==> config.mk <==
export PLATFORM = sky130hd
export DESIGN_NAME = machine_csr_file
export DESIGN_NICKNAME = d
export VERILOG_FILES = /design/src/source/machine_csr_pkg.sv /design/src/source/csr_decoder.sv /design/src/source/trap_setup_csrs.sv /design/src/source/trap_handling_csrs.sv /design/src/source/csr_read_mux.sv /design/src/source/machine_csr_file.sv
export SDC_FILE = /design/constraint.sdc
export NUM_CORES = 1
export LEC_CHECK = 0
export ABC_AREA = 1
export CORE_MARGIN = 2
export CORE_UTILIZATION = 48
export DETAILED_ROUTE_END_ITERATION = 6
export DONT_BUFFER_PORTS = 1
export RECOVER_POWER = 50
export SYNTH_ARGS = -nofsm -noshare
export SYNTH_HDL_FRONTEND = slang
export SYNTH_HIERARCHICAL = 1
export SYNTH_SLANG_ARGS = --single-unit
==> constraint.sdc <==
create_clock -name clock_i -period 5.9 [get_ports clock_i]
set_clock_uncertainty 0.1 [all_clocks]
set_input_delay 0.59 -clock clock_i [delete_from_list [all_inputs] [get_ports clock_i]]
set_output_delay 0.59 -clock clock_i [all_outputs]
set_load 0.1 [all_outputs]
==> src/source/machine_csr_pkg.sv <==
/*
 * Machine-mode CSR package.
 * Shared widths, CSR numbers, command and exception encodings,
 * and the bit positions of the implemented register fields.
 */
`default_nettype none

package machine_csr_pkg;

    // Register width and boot vector defaults.
    localparam int unsigned XLEN_DEFAULT = 64;
    localparam logic [63:0] BOOT_ADDRESS_DEFAULT = 64'h0000_0000_8000_0000;

    // Vectors with a meaning of their own.
    typedef logic [11:0] csr_address_t;
    typedef logic [1:0]  mtvec_mode_t;
    typedef logic [1:0]  privilege_t;
    typedef logic [1:0]  misa_mxl_t;

    // Supported CSR numbers.
    localparam csr_address_t CSR_MSTATUS  = 12'h300;
    localparam csr_address_t CSR_MISA     = 12'h301;
    localparam csr_address_t CSR_MIE      = 12'h304;
    localparam csr_address_t CSR_MTVEC    = 12'h305;
    localparam csr_address_t CSR_MSCRATCH = 12'h340;
    localparam csr_address_t CSR_MEPC     = 12'h341;
    localparam csr_address_t CSR_MCAUSE   = 12'h342;
    localparam csr_address_t CSR_MTVAL    = 12'h343;

    // Command from the core.
    typedef enum logic [1:0]
    {
        CSR_NONE       = 2'b00,
        CSR_READ       = 2'b01,
        CSR_WRITE      = 2'b10,
        CSR_READ_WRITE = 2'b11
    } csr_command_t;

    // Register addressed by the current request.
    typedef enum logic [2:0]
    {
        SEL_MSTATUS,
        SEL_MISA,
        SEL_MIE,
        SEL_MTVEC,
        SEL_MSCRATCH,
        SEL_MEPC,
        SEL_MCAUSE,
        SEL_MTVAL
    } csr_select_t;

    // Synchronous exception codes.
    typedef enum logic [3:0]
    {
        CAUSE_INSTRUCTION_ADDRESS_MISALIGNED = 4'd0,
        CAUSE_INSTRUCTION_ACCESS_FAULT       = 4'd1,
        CAUSE_ILLEGAL_INSTRUCTION            = 4'd2,
        CAUSE_BREAKPOINT                     = 4'd3,
        CAUSE_LOAD_ADDRESS_MISALIGNED        = 4'd4,
        CAUSE_LOAD_ACCESS_FAULT              = 4'd5,
        CAUSE_STORE_ADDRESS_MISALIGNED       = 4'd6,
        CAUSE_STORE_ACCESS_FAULT             = 4'd7,
        CAUSE_ECALL_MACHINE                  = 4'd11,
        CAUSE_INSTRUCTION_PAGE_FAULT         = 4'd12,
        CAUSE_LOAD_PAGE_FAULT                = 4'd13,
        CAUSE_STORE_PAGE_FAULT               = 4'd15
    } exception_cause_t;

    // mstatus fields.
    localparam int unsigned MSTATUS_MIE_BIT  = 3;
    localparam int unsigned MSTATUS_MPIE_BIT = 7;
    localparam int unsigned MSTATUS_MPP_LSB  = 11;
    localparam int unsigned MSTATUS_MPP_MSB  = 12;

    // mie register fields.
    localparam int unsigned MIE_MSIE_BIT = 3;
    localparam int unsigned MIE_MTIE_BIT = 7;
    localparam int unsigned MIE_MEIE_BIT = 11;

    // misa fields, MXL sits in the top two bits.
    localparam int unsigned MISA_I_BIT  = 8;
    localparam misa_mxl_t   MISA_MXL_32 = 2'd1;
    localparam misa_mxl_t   MISA_MXL_64 = 2'd2;

    // mtvec modes and the only privilege level.
    localparam mtvec_mode_t MTVEC_MODE_DIRECT   = 2'd0;
    localparam mtvec_mode_t MTVEC_MODE_VECTORED = 2'd1;
    localparam privilege_t  PRIV_MACHINE        = 2'b11;

    // Decoded request, shared by both register groups and the read mux.
    typedef struct packed
    {
        csr_select_t select;
        logic        read_enable;
        logic        write_enable;
        logic        valid;
    } csr_request_t;

endpackage

`default_nettype wire

==> src/source/csr_decoder.sv <==
/*
 * CSR address and command decoder.
 * Turns the core's address and command into one request for the
 * register groups and the read mux.
 */
`timescale 1ns/1ps
`default_nettype none

module csr_decoder
    import machine_csr_pkg::*;
(
    input  csr_address_t csr_address_i,
    input  csr_command_t csr_command_i,
    output csr_request_t request_o
);

    logic        address_exists;
    logic        command_reads;
    logic        command_writes;
    csr_select_t select;

    // Address to register select.
    always_comb
    begin
        address_exists = 1'b1;
        select         = SEL_MSTATUS;
        case (csr_address_i)
            CSR_MSTATUS:  select = SEL_MSTATUS;
            CSR_MISA:     select = SEL_MISA;
            CSR_MIE:      select = SEL_MIE;
            CSR_MTVEC:    select = SEL_MTVEC;
            CSR_MSCRATCH: select = SEL_MSCRATCH;
            CSR_MEPC:     select = SEL_MEPC;
            CSR_MCAUSE:   select = SEL_MCAUSE;
            CSR_MTVAL:    select = SEL_MTVAL;
            default:      address_exists = 1'b0;
        endcase
    end

    // Command decode.
    always_comb
    begin
        command_reads  = 1'b0;
        command_writes = 1'b0;
        case (csr_command_i)
            CSR_READ:       command_reads  = 1'b1;
            CSR_WRITE:      command_writes = 1'b1;
            CSR_READ_WRITE:
            begin
                command_reads  = 1'b1;
                command_writes = 1'b1;
            end
            default:
            begin
                command_reads  = 1'b0;
                command_writes = 1'b0;
            end
        endcase
    end

    assign request_o.select       = select;
    assign request_o.valid        = address_exists && (csr_command_i != CSR_NONE);
    assign request_o.read_enable  = command_reads && address_exists;
    assign request_o.write_enable = command_writes && address_exists;

endmodule

`default_nettype wire

==> src/source/trap_setup_csrs.sv <==
/*
 * Machine trap setup registers.
 * Holds mstatus, mie and mtvec and drives the constant misa.
 */
`timescale 1ns/1ps
`default_nettype none

module trap_setup_csrs
    import machine_csr_pkg::*;
#(
    parameter int unsigned       XLEN         = XLEN_DEFAULT,
    parameter logic [XLEN - 1:0] BOOT_ADDRESS = BOOT_ADDRESS_DEFAULT[XLEN - 1:0]
)
(
    input  logic              clock_i,
    input  logic              reset_ni,
    input  csr_request_t      request_i,
    input  logic [XLEN - 1:0] write_data_i,
    input  logic              exception_i,
    output logic [XLEN - 1:0] mstatus_o,
    output logic [XLEN - 1:0] misa_o,
    output logic [XLEN - 1:0] mie_o,
    output logic [XLEN - 1:0] mtvec_o
);

    localparam misa_mxl_t MXL = (XLEN == 64) ? MISA_MXL_64 : MISA_MXL_32;

    logic              mstatus_mie_q;
    logic              mstatus_mpie_q;
    privilege_t        mstatus_mpp_q;
    logic              msie_q;
    logic              mtie_q;
    logic              meie_q;
    logic [XLEN - 3:0] mtvec_base_q;
    mtvec_mode_t       mtvec_mode_q;

    logic mstatus_write;
    logic mie_write;
    logic mtvec_write;

    assign mstatus_write = request_i.write_enable && (request_i.select == SEL_MSTATUS);
    assign mie_write     = request_i.write_enable && (request_i.select == SEL_MIE);
    assign mtvec_write   = request_i.write_enable && (request_i.select == SEL_MTVEC);

    // mstatus interrupt stack, a trap takes priority over software.
    always_ff @(posedge clock_i or negedge reset_ni)
    begin
        if (!reset_ni)
        begin
            mstatus_mie_q  <= 1'b0;
            mstatus_mpie_q <= 1'b0;
            mstatus_mpp_q  <= '0;
        end
        else if (exception_i)
        begin
            mstatus_mpie_q <= mstatus_mie_q;
            mstatus_mie_q  <= 1'b0;
            mstatus_mpp_q  <= PRIV_MACHINE;
        end
        else if (mstatus_write)
        begin
            mstatus_mie_q <= write_data_i[MSTATUS_MIE_BIT];
        end
    end

    // Machine interrupt enables only.
    always_ff @(posedge clock_i or negedge reset_ni)
    begin
        if (!reset_ni)
        begin
            msie_q <= 1'b0;
            mtie_q <= 1'b0;
            meie_q <= 1'b0;
        end
        else if (mie_write)
        begin
            msie_q <= write_data_i[MIE_MSIE_BIT];
            mtie_q <= write_data_i[MIE_MTIE_BIT];
            meie_q <= write_data_i[MIE_MEIE_BIT];
        end
    end

    // Trap vector. Reserved modes leave the old mode in place.
    always_ff @(posedge clock_i or negedge reset_ni)
    begin
        if (!reset_ni)
        begin
            mtvec_base_q <= BOOT_ADDRESS[XLEN - 1:2];
            mtvec_mode_q <= MTVEC_MODE_DIRECT;
        end
        else if (mtvec_write)
        begin
            mtvec_base_q <= write_data_i[XLEN - 1:2];
            if (write_data_i[1:0] <= MTVEC_MODE_VECTORED)
                mtvec_mode_q <= write_data_i[1:0];
        end
    end

    always_comb
    begin
        mstatus_o = '0;
        mstatus_o[MSTATUS_MIE_BIT] = mstatus_mie_q;
        mstatus_o[MSTATUS_MPIE_BIT] = mstatus_mpie_q;
        mstatus_o[MSTATUS_MPP_MSB:MSTATUS_MPP_LSB] = mstatus_mpp_q;

        mie_o = '0;
        mie_o[MIE_MSIE_BIT] = msie_q;
        mie_o[MIE_MTIE_BIT] = mtie_q;
        mie_o[MIE_MEIE_BIT] = meie_q;

        // RV32I or RV64I, nothing else.
        misa_o = '0;
        misa_o[XLEN - 1 -: 2] = MXL;
        misa_o[MISA_I_BIT] = 1'b1;
    end

    assign mtvec_o = {mtvec_base_q, mtvec_mode_q};

    // Only DIRECT and VECTORED may ever be held.
    mtvec_mode_legal: assert property (@(posedge clock_i) disable iff (!reset_ni)
        mtvec_mode_q <= MTVEC_MODE_VECTORED);

endmodule

`default_nettype wire

==> src/source/trap_handling_csrs.sv <==
/*
 * Machine trap handling registers.
 * Holds mscratch, mepc, mcause and mtval and captures trap state.
 */
`timescale 1ns/1ps
`default_nettype none

module trap_handling_csrs
    import machine_csr_pkg::*;
#(
    parameter int unsigned XLEN = XLEN_DEFAULT
)
(
    input  logic              clock_i,
    input  logic              reset_ni,
    input  csr_request_t      request_i,
    input  logic [XLEN - 1:0] write_data_i,
    input  logic              exception_i,
    input  exception_cause_t  exception_cause_i,
    input  logic [XLEN - 1:0] exception_pc_i,
    input  logic [XLEN - 1:0] exception_value_i,
    output logic [XLEN - 1:0] mscratch_o,
    output logic [XLEN - 1:0] mepc_o,
    output logic [XLEN - 1:0] mcause_o,
    output logic [XLEN - 1:0] mtval_o
);

    logic [XLEN - 1:0] mscratch_q;
    logic [XLEN - 1:0] mepc_q;
    logic [XLEN - 1:0] mcause_q;
    logic [XLEN - 1:0] mtval_q;
    logic [XLEN - 1:0] trap_value;

    logic mscratch_write;
    logic mepc_write;
    logic mcause_write;
    logic mtval_write;

    assign mscratch_write = request_i.write_enable && (request_i.select == SEL_MSCRATCH);
    assign mepc_write     = request_i.write_enable && (request_i.select == SEL_MEPC);
    assign mcause_write   = request_i.write_enable && (request_i.select == SEL_MCAUSE);
    assign mtval_write    = request_i.write_enable && (request_i.select == SEL_MTVAL);

    // Faulting address for memory faults, PC for breakpoints.
    always_comb
    begin
        case (exception_cause_i)
            CAUSE_INSTRUCTION_ADDRESS_MISALIGNED,
            CAUSE_INSTRUCTION_ACCESS_FAULT,
            CAUSE_LOAD_ADDRESS_MISALIGNED,
            CAUSE_LOAD_ACCESS_FAULT,
            CAUSE_STORE_ADDRESS_MISALIGNED,
            CAUSE_STORE_ACCESS_FAULT,
            CAUSE_INSTRUCTION_PAGE_FAULT,
            CAUSE_LOAD_PAGE_FAULT,
            CAUSE_STORE_PAGE_FAULT:    trap_value = exception_value_i;
            CAUSE_BREAKPOINT:          trap_value = exception_pc_i;
            CAUSE_ILLEGAL_INSTRUCTION,
            CAUSE_ECALL_MACHINE:       trap_value = '0;
            default:                   trap_value = '0;
        endcase
    end

    always_ff @(posedge clock_i or negedge reset_ni)
    begin
        if (!reset_ni)
            mscratch_q <= '0;
        else if (mscratch_write)
            mscratch_q <= write_data_i;
    end

    // Trap capture wins over a software write in the same cycle.
    always_ff @(posedge clock_i or negedge reset_ni)
    begin
        if (!reset_ni)
        begin
            mepc_q   <= '0;
            mcause_q <= '0;
            mtval_q  <= '0;
        end
        else if (exception_i)
        begin
            mepc_q   <= {exception_pc_i[XLEN - 1:1], 1'b0};
            mcause_q <= XLEN'(exception_cause_i);
            mtval_q  <= trap_value;
        end
        else
        begin
            if (mepc_write)
                mepc_q <= {write_data_i[XLEN - 1:1], 1'b0};
            if (mcause_write)
                mcause_q <= write_data_i;
            if (mtval_write)
                mtval_q <= write_data_i;
        end
    end

    assign mscratch_o = mscratch_q;
    assign mepc_o     = mepc_q;
    assign mcause_o   = mcause_q;
    assign mtval_o    = mtval_q;

    // Return addresses stay at least halfword aligned.
    mepc_aligned: assert property (@(posedge clock_i) disable iff (!reset_ni)
        mepc_q[0] == 1'b0);

endmodule

`default_nettype wire

==> src/source/csr_read_mux.sv <==
/*
 * CSR read mux.
 * Picks the addressed register for the combinational read port.
 */
`timescale 1ns/1ps
`default_nettype none

module csr_read_mux
    import machine_csr_pkg::*;
#(
    parameter int unsigned XLEN = XLEN_DEFAULT
)
(
    input  csr_request_t      request_i,
    input  logic [XLEN - 1:0] mstatus_i,
    input  logic [XLEN - 1:0] misa_i,
    input  logic [XLEN - 1:0] mie_i,
    input  logic [XLEN - 1:0] mtvec_i,
    input  logic [XLEN - 1:0] mscratch_i,
    input  logic [XLEN - 1:0] mepc_i,
    input  logic [XLEN - 1:0] mcause_i,
    input  logic [XLEN - 1:0] mtval_i,
    output logic [XLEN - 1:0] csr_read_data_o,
    output logic              csr_read_data_valid_o
);

    // Zero unless the request actually reads.
    always_comb
    begin
        csr_read_data_o = '0;
        if (request_i.read_enable)
        begin
            case (request_i.select)
                SEL_MSTATUS:  csr_read_data_o = mstatus_i;
                SEL_MISA:     csr_read_data_o = misa_i;
                SEL_MIE:      csr_read_data_o = mie_i;
                SEL_MTVEC:    csr_read_data_o = mtvec_i;
                SEL_MSCRATCH: csr_read_data_o = mscratch_i;
                SEL_MEPC:     csr_read_data_o = mepc_i;
                SEL_MCAUSE:   csr_read_data_o = mcause_i;
                SEL_MTVAL:    csr_read_data_o = mtval_i;
                default:      csr_read_data_o = '0;
            endcase
        end
    end

    assign csr_read_data_valid_o = request_i.valid;

endmodule

`default_nettype wire

==> src/source/machine_csr_file.sv <==
/*
 * Machine-mode CSR file.
 * Decodes core requests, holds the trap registers and returns read data.
 */
`timescale 1ns/1ps
`default_nettype none

module machine_csr_file
    import machine_csr_pkg::*;
#(
    parameter int unsigned       XLEN         = XLEN_DEFAULT,
    parameter logic [XLEN - 1:0] BOOT_ADDRESS = BOOT_ADDRESS_DEFAULT[XLEN - 1:0]
)
(
    input  logic              clock_i,
    input  logic              reset_ni,
    input  csr_address_t      csr_address_i,
    input  csr_command_t      csr_command_i,
    input  logic [XLEN - 1:0] csr_write_data_i,
    input  logic              exception_i,
    input  exception_cause_t  exception_cause_i,
    input  logic [XLEN - 1:0] exception_pc_i,
    input  logic [XLEN - 1:0] exception_value_i,
    output logic [XLEN - 1:0] csr_read_data_o,
    output logic              csr_read_data_valid_o
);

    csr_request_t      request;
    logic [XLEN - 1:0] mstatus;
    logic [XLEN - 1:0] misa;
    logic [XLEN - 1:0] mie;
    logic [XLEN - 1:0] mtvec;
    logic [XLEN - 1:0] mscratch;
    logic [XLEN - 1:0] mepc;
    logic [XLEN - 1:0] mcause;
    logic [XLEN - 1:0] mtval;

    csr_decoder u_decoder
    (
        .csr_address_i (csr_address_i),
        .csr_command_i (csr_command_i),
        .request_o     (request)
    );

    trap_setup_csrs #(
        .XLEN         (XLEN),
        .BOOT_ADDRESS (BOOT_ADDRESS)
    ) u_trap_setup
    (
        .clock_i      (clock_i),
        .reset_ni     (reset_ni),
        .request_i    (request),
        .write_data_i (csr_write_data_i),
        .exception_i  (exception_i),
        .mstatus_o    (mstatus),
        .misa_o       (misa),
        .mie_o        (mie),
        .mtvec_o      (mtvec)
    );

    trap_handling_csrs #(
        .XLEN (XLEN)
    ) u_trap_handling
    (
        .clock_i           (clock_i),
        .reset_ni          (reset_ni),
        .request_i         (request),
        .write_data_i      (csr_write_data_i),
        .exception_i       (exception_i),
        .exception_cause_i (exception_cause_i),
        .exception_pc_i    (exception_pc_i),
        .exception_value_i (exception_value_i),
        .mscratch_o        (mscratch),
        .mepc_o            (mepc),
        .mcause_o          (mcause),
        .mtval_o           (mtval)
    );

    csr_read_mux #(
        .XLEN (XLEN)
    ) u_read_mux
    (
        .request_i             (request),
        .mstatus_i             (mstatus),
        .misa_i                (misa),
        .mie_i                 (mie),
        .mtvec_i               (mtvec),
        .mscratch_i            (mscratch),
        .mepc_i                (mepc),
        .mcause_i              (mcause),
        .mtval_i               (mtval),
        .csr_read_data_o       (csr_read_data_o),
        .csr_read_data_valid_o (csr_read_data_valid_o)
    );

endmodule

`default_nettype wire

==> run metrics <==
status=complete, but fails checks; violated checks=hold timing, capacitance limit, slew limit; #FFs+latches synth=325; Total Wirelength=68.3 mm; Critical Path Source=csr_address_i[11]; final setup fails=0; Post-synth ARST share=1.00; Area contributors post-synth=dfrtp_1, nand2_1, nand4_1; post-synthesis xor/xnor area fraction=0; CTS Buf Count=39; RR Startpoint=u_trap_handling/mscratch_o[44]; largest family of logic cells by synthesized area=simple AND/OR/NAND/NOR gates; via count=19400; Synth top area share=0.383; P&R area growth vs syn=4.22%; drt drc=0; Synth Area in Compound Gates=0.0650; CP Class=in2out; Post-synth EDFFs=0; worst path required time=5210 ps; Synth Cell Area=21200 sq um; antenna viol nets, final=0; worst-path maximum fanout=73; multiplexer area fraction after synthesis=0.0420; YS warnings=6; CTS Root Cell=clkbuf_16; FF-to-FF path depth=1; Worst Path Arrival=4190 ps; Final Max Tran Viols=205; simple-gate share of the synthesized area=0.372; Hold WC Path Type=in2async; post-synth top area cell=dfrtp_1; DP HPWL=37.5 mm; io pins=278; Util after Layout=0.510; Hold Violations, Final=324; Die H=214 microns; largest net degree at the start of global routing=326; first-pass GRT wire length=107 mm; Rows=76; CTS tree=built; top cells by count, synth=nand2_1, dfrtp_1, nand4_1, nand3_1, buf_4; routed len/inst=20.0 microns; post-DR vias/cell=5.68; Post-CTS Setup Inserts=0; Clk Latency, worst-skew pair=550 ps; Tot Pwr=5.11 mW; Synth Area per Inst=7.26 sq um; reg2reg setup slack=5030 ps; fmax=205 MHz; Fin Hold WS=-369 ps; H-tree depth=2; Reg clk slew, reported paths=60 ps; power density cells=232 nW/um^2; clk buf depth=3; GRT overflow=0; Cell Area, Placed=20900 sq um; max-cap violation count=3; die width=214 microns; worst reg2reg endpoint=u_trap_handling/mscratch_o[44]; crit end category=output port; Mapped Cells=2916; post-synthesis sequential area ratio=0.384; Final Cycle Share=0.828; Worst slew margin=-0.139; # port buffers=0; post-layout min period=4880 ps; most common cell in the synthesized netlist=nand2_1; DR iter-0 viols=1713; Synth cell types=31; share of post-route cells with drive strength above 1=0.108; RSZ-0062 raised after global routing=no; final net count=3010; GP Congestion=0.834; # clock sinks=325; Post-CTS Resized=0; Peak VDD IR=0.000184 V; antenna violations before repair=1; drt pass-1 iters=7; startpoint type of the worst setup path=primary input; Starting Density=0.489; GRT Util Overall=0.292; post-synthesis adder-cell area fraction=0; Pleak=11.2 nW; Top FF cell, synth=dfrtp_1; setup TNS=0 ps; die area=45800 sq um; fin area=22100 sq um; vias in the first global route=18600; worst-margin pin slew=1710 ps; CORE AREA=43300 sq um
## cell usage in the layout (no fill, tap or decap), drive strengths merged
master	count
nand4	323
dfrtp	324
bufinv	1
nor2	161
o21ai	206
dfstp	1
nor3	1
conb	186
a21oi	65
mux2	63
nand2	1036
or2	2
buf	89
clkbuf	62
clkinv	5
o21a	2
diode	1
nand3	248
inv	46
## per-stage QoR
stage,instances,setup WS [ps]
floorplan,3099,1590
global placement,3341,1510
detailed placement,3341,1420
CTS,3406,1430
global route,3407,743
finish,3407,1020
## worst max-delay path by stage
stage | cells after the start | slack (ps) | to
2_1_floorplan | 12 | 1590 | csr_read_data_o[0]
3_3_place_gp | 13 | 1510 | csr_read_data_o[11]
3_5_place_dp | 13 | 1420 | csr_read_data_o[11]
4_1_cts | 13 | 1430 | csr_read_data_o[11]
5_1_grt | 11 | 740 | csr_read_data_o[2]
6_report | 13 | 1020 | csr_read_data_o[11]
## cell type report
type | count | area (sq um)
inverter | 47 | 200
clock buffer | 60 | 1150
antenna | 1 | 2.50
clock inverter | 5 | 50.0
timing repair buffer | 91 | 706
tap | 585 | 732
multi-input combinational | 2293 | 11100
fill | 4325 | 21200
sequential | 325 | 8130
## per-layer routing
layer / wire length (microns) / part of all wire / vias up / track usage
met5: 0 / 0 / - / 0
met4: 1740 / 0.026 / 0 / 0.0883
met3: 5280 / 0.077 / 114 / 0.0538
met2: 31100 / 0.46 / 731 / 0.460
met1: 30100 / 0.44 / 9355 / 0.409
li1: - / - / 9160 / -
## logic make-up after synthesis
family / Yosys count
AOI/OAI and AO/OA: 273
buffers and inverters: 481
DFF: 325
muxes: 63
other: 3
and+or+nand+nor: 1771
## registers in the layout (all words and copies together), names as in the netlist, 2 cells and up
register                    count
u_trap_handling/mscratch_o     64
u_trap_handling/mtval_o        64
u_trap_setup/mtvec_base_q      62
u_trap_handling/mepc_o         63
u_trap_setup/mtvec_mode_q       2
u_trap_handling/mcause_o       64
## critical path, stage by stage
cell and delay [ps]:
inv_1 70, nand2_4 40, nor2_1 240, nand3_1 360
nand3_1 190, nand2_1 140, inv_8 240, inv_4 350
nand2_4 840, buf_4 390, o21ai_0 130, a21oi_2 210
buf_4 310
## where the power goes
| part | total, mW | internal [mW] | switching [mW] |
|---|---|---|---|
| combinational | 0.336 | 0.101 | 0.235 |
| clock | 2.34 | 1.37 | 0.967 |
| sequential | 2.43 | 2.36 | 0.0711 |
No activity file was read; power rests on OpenSTA's default activity.
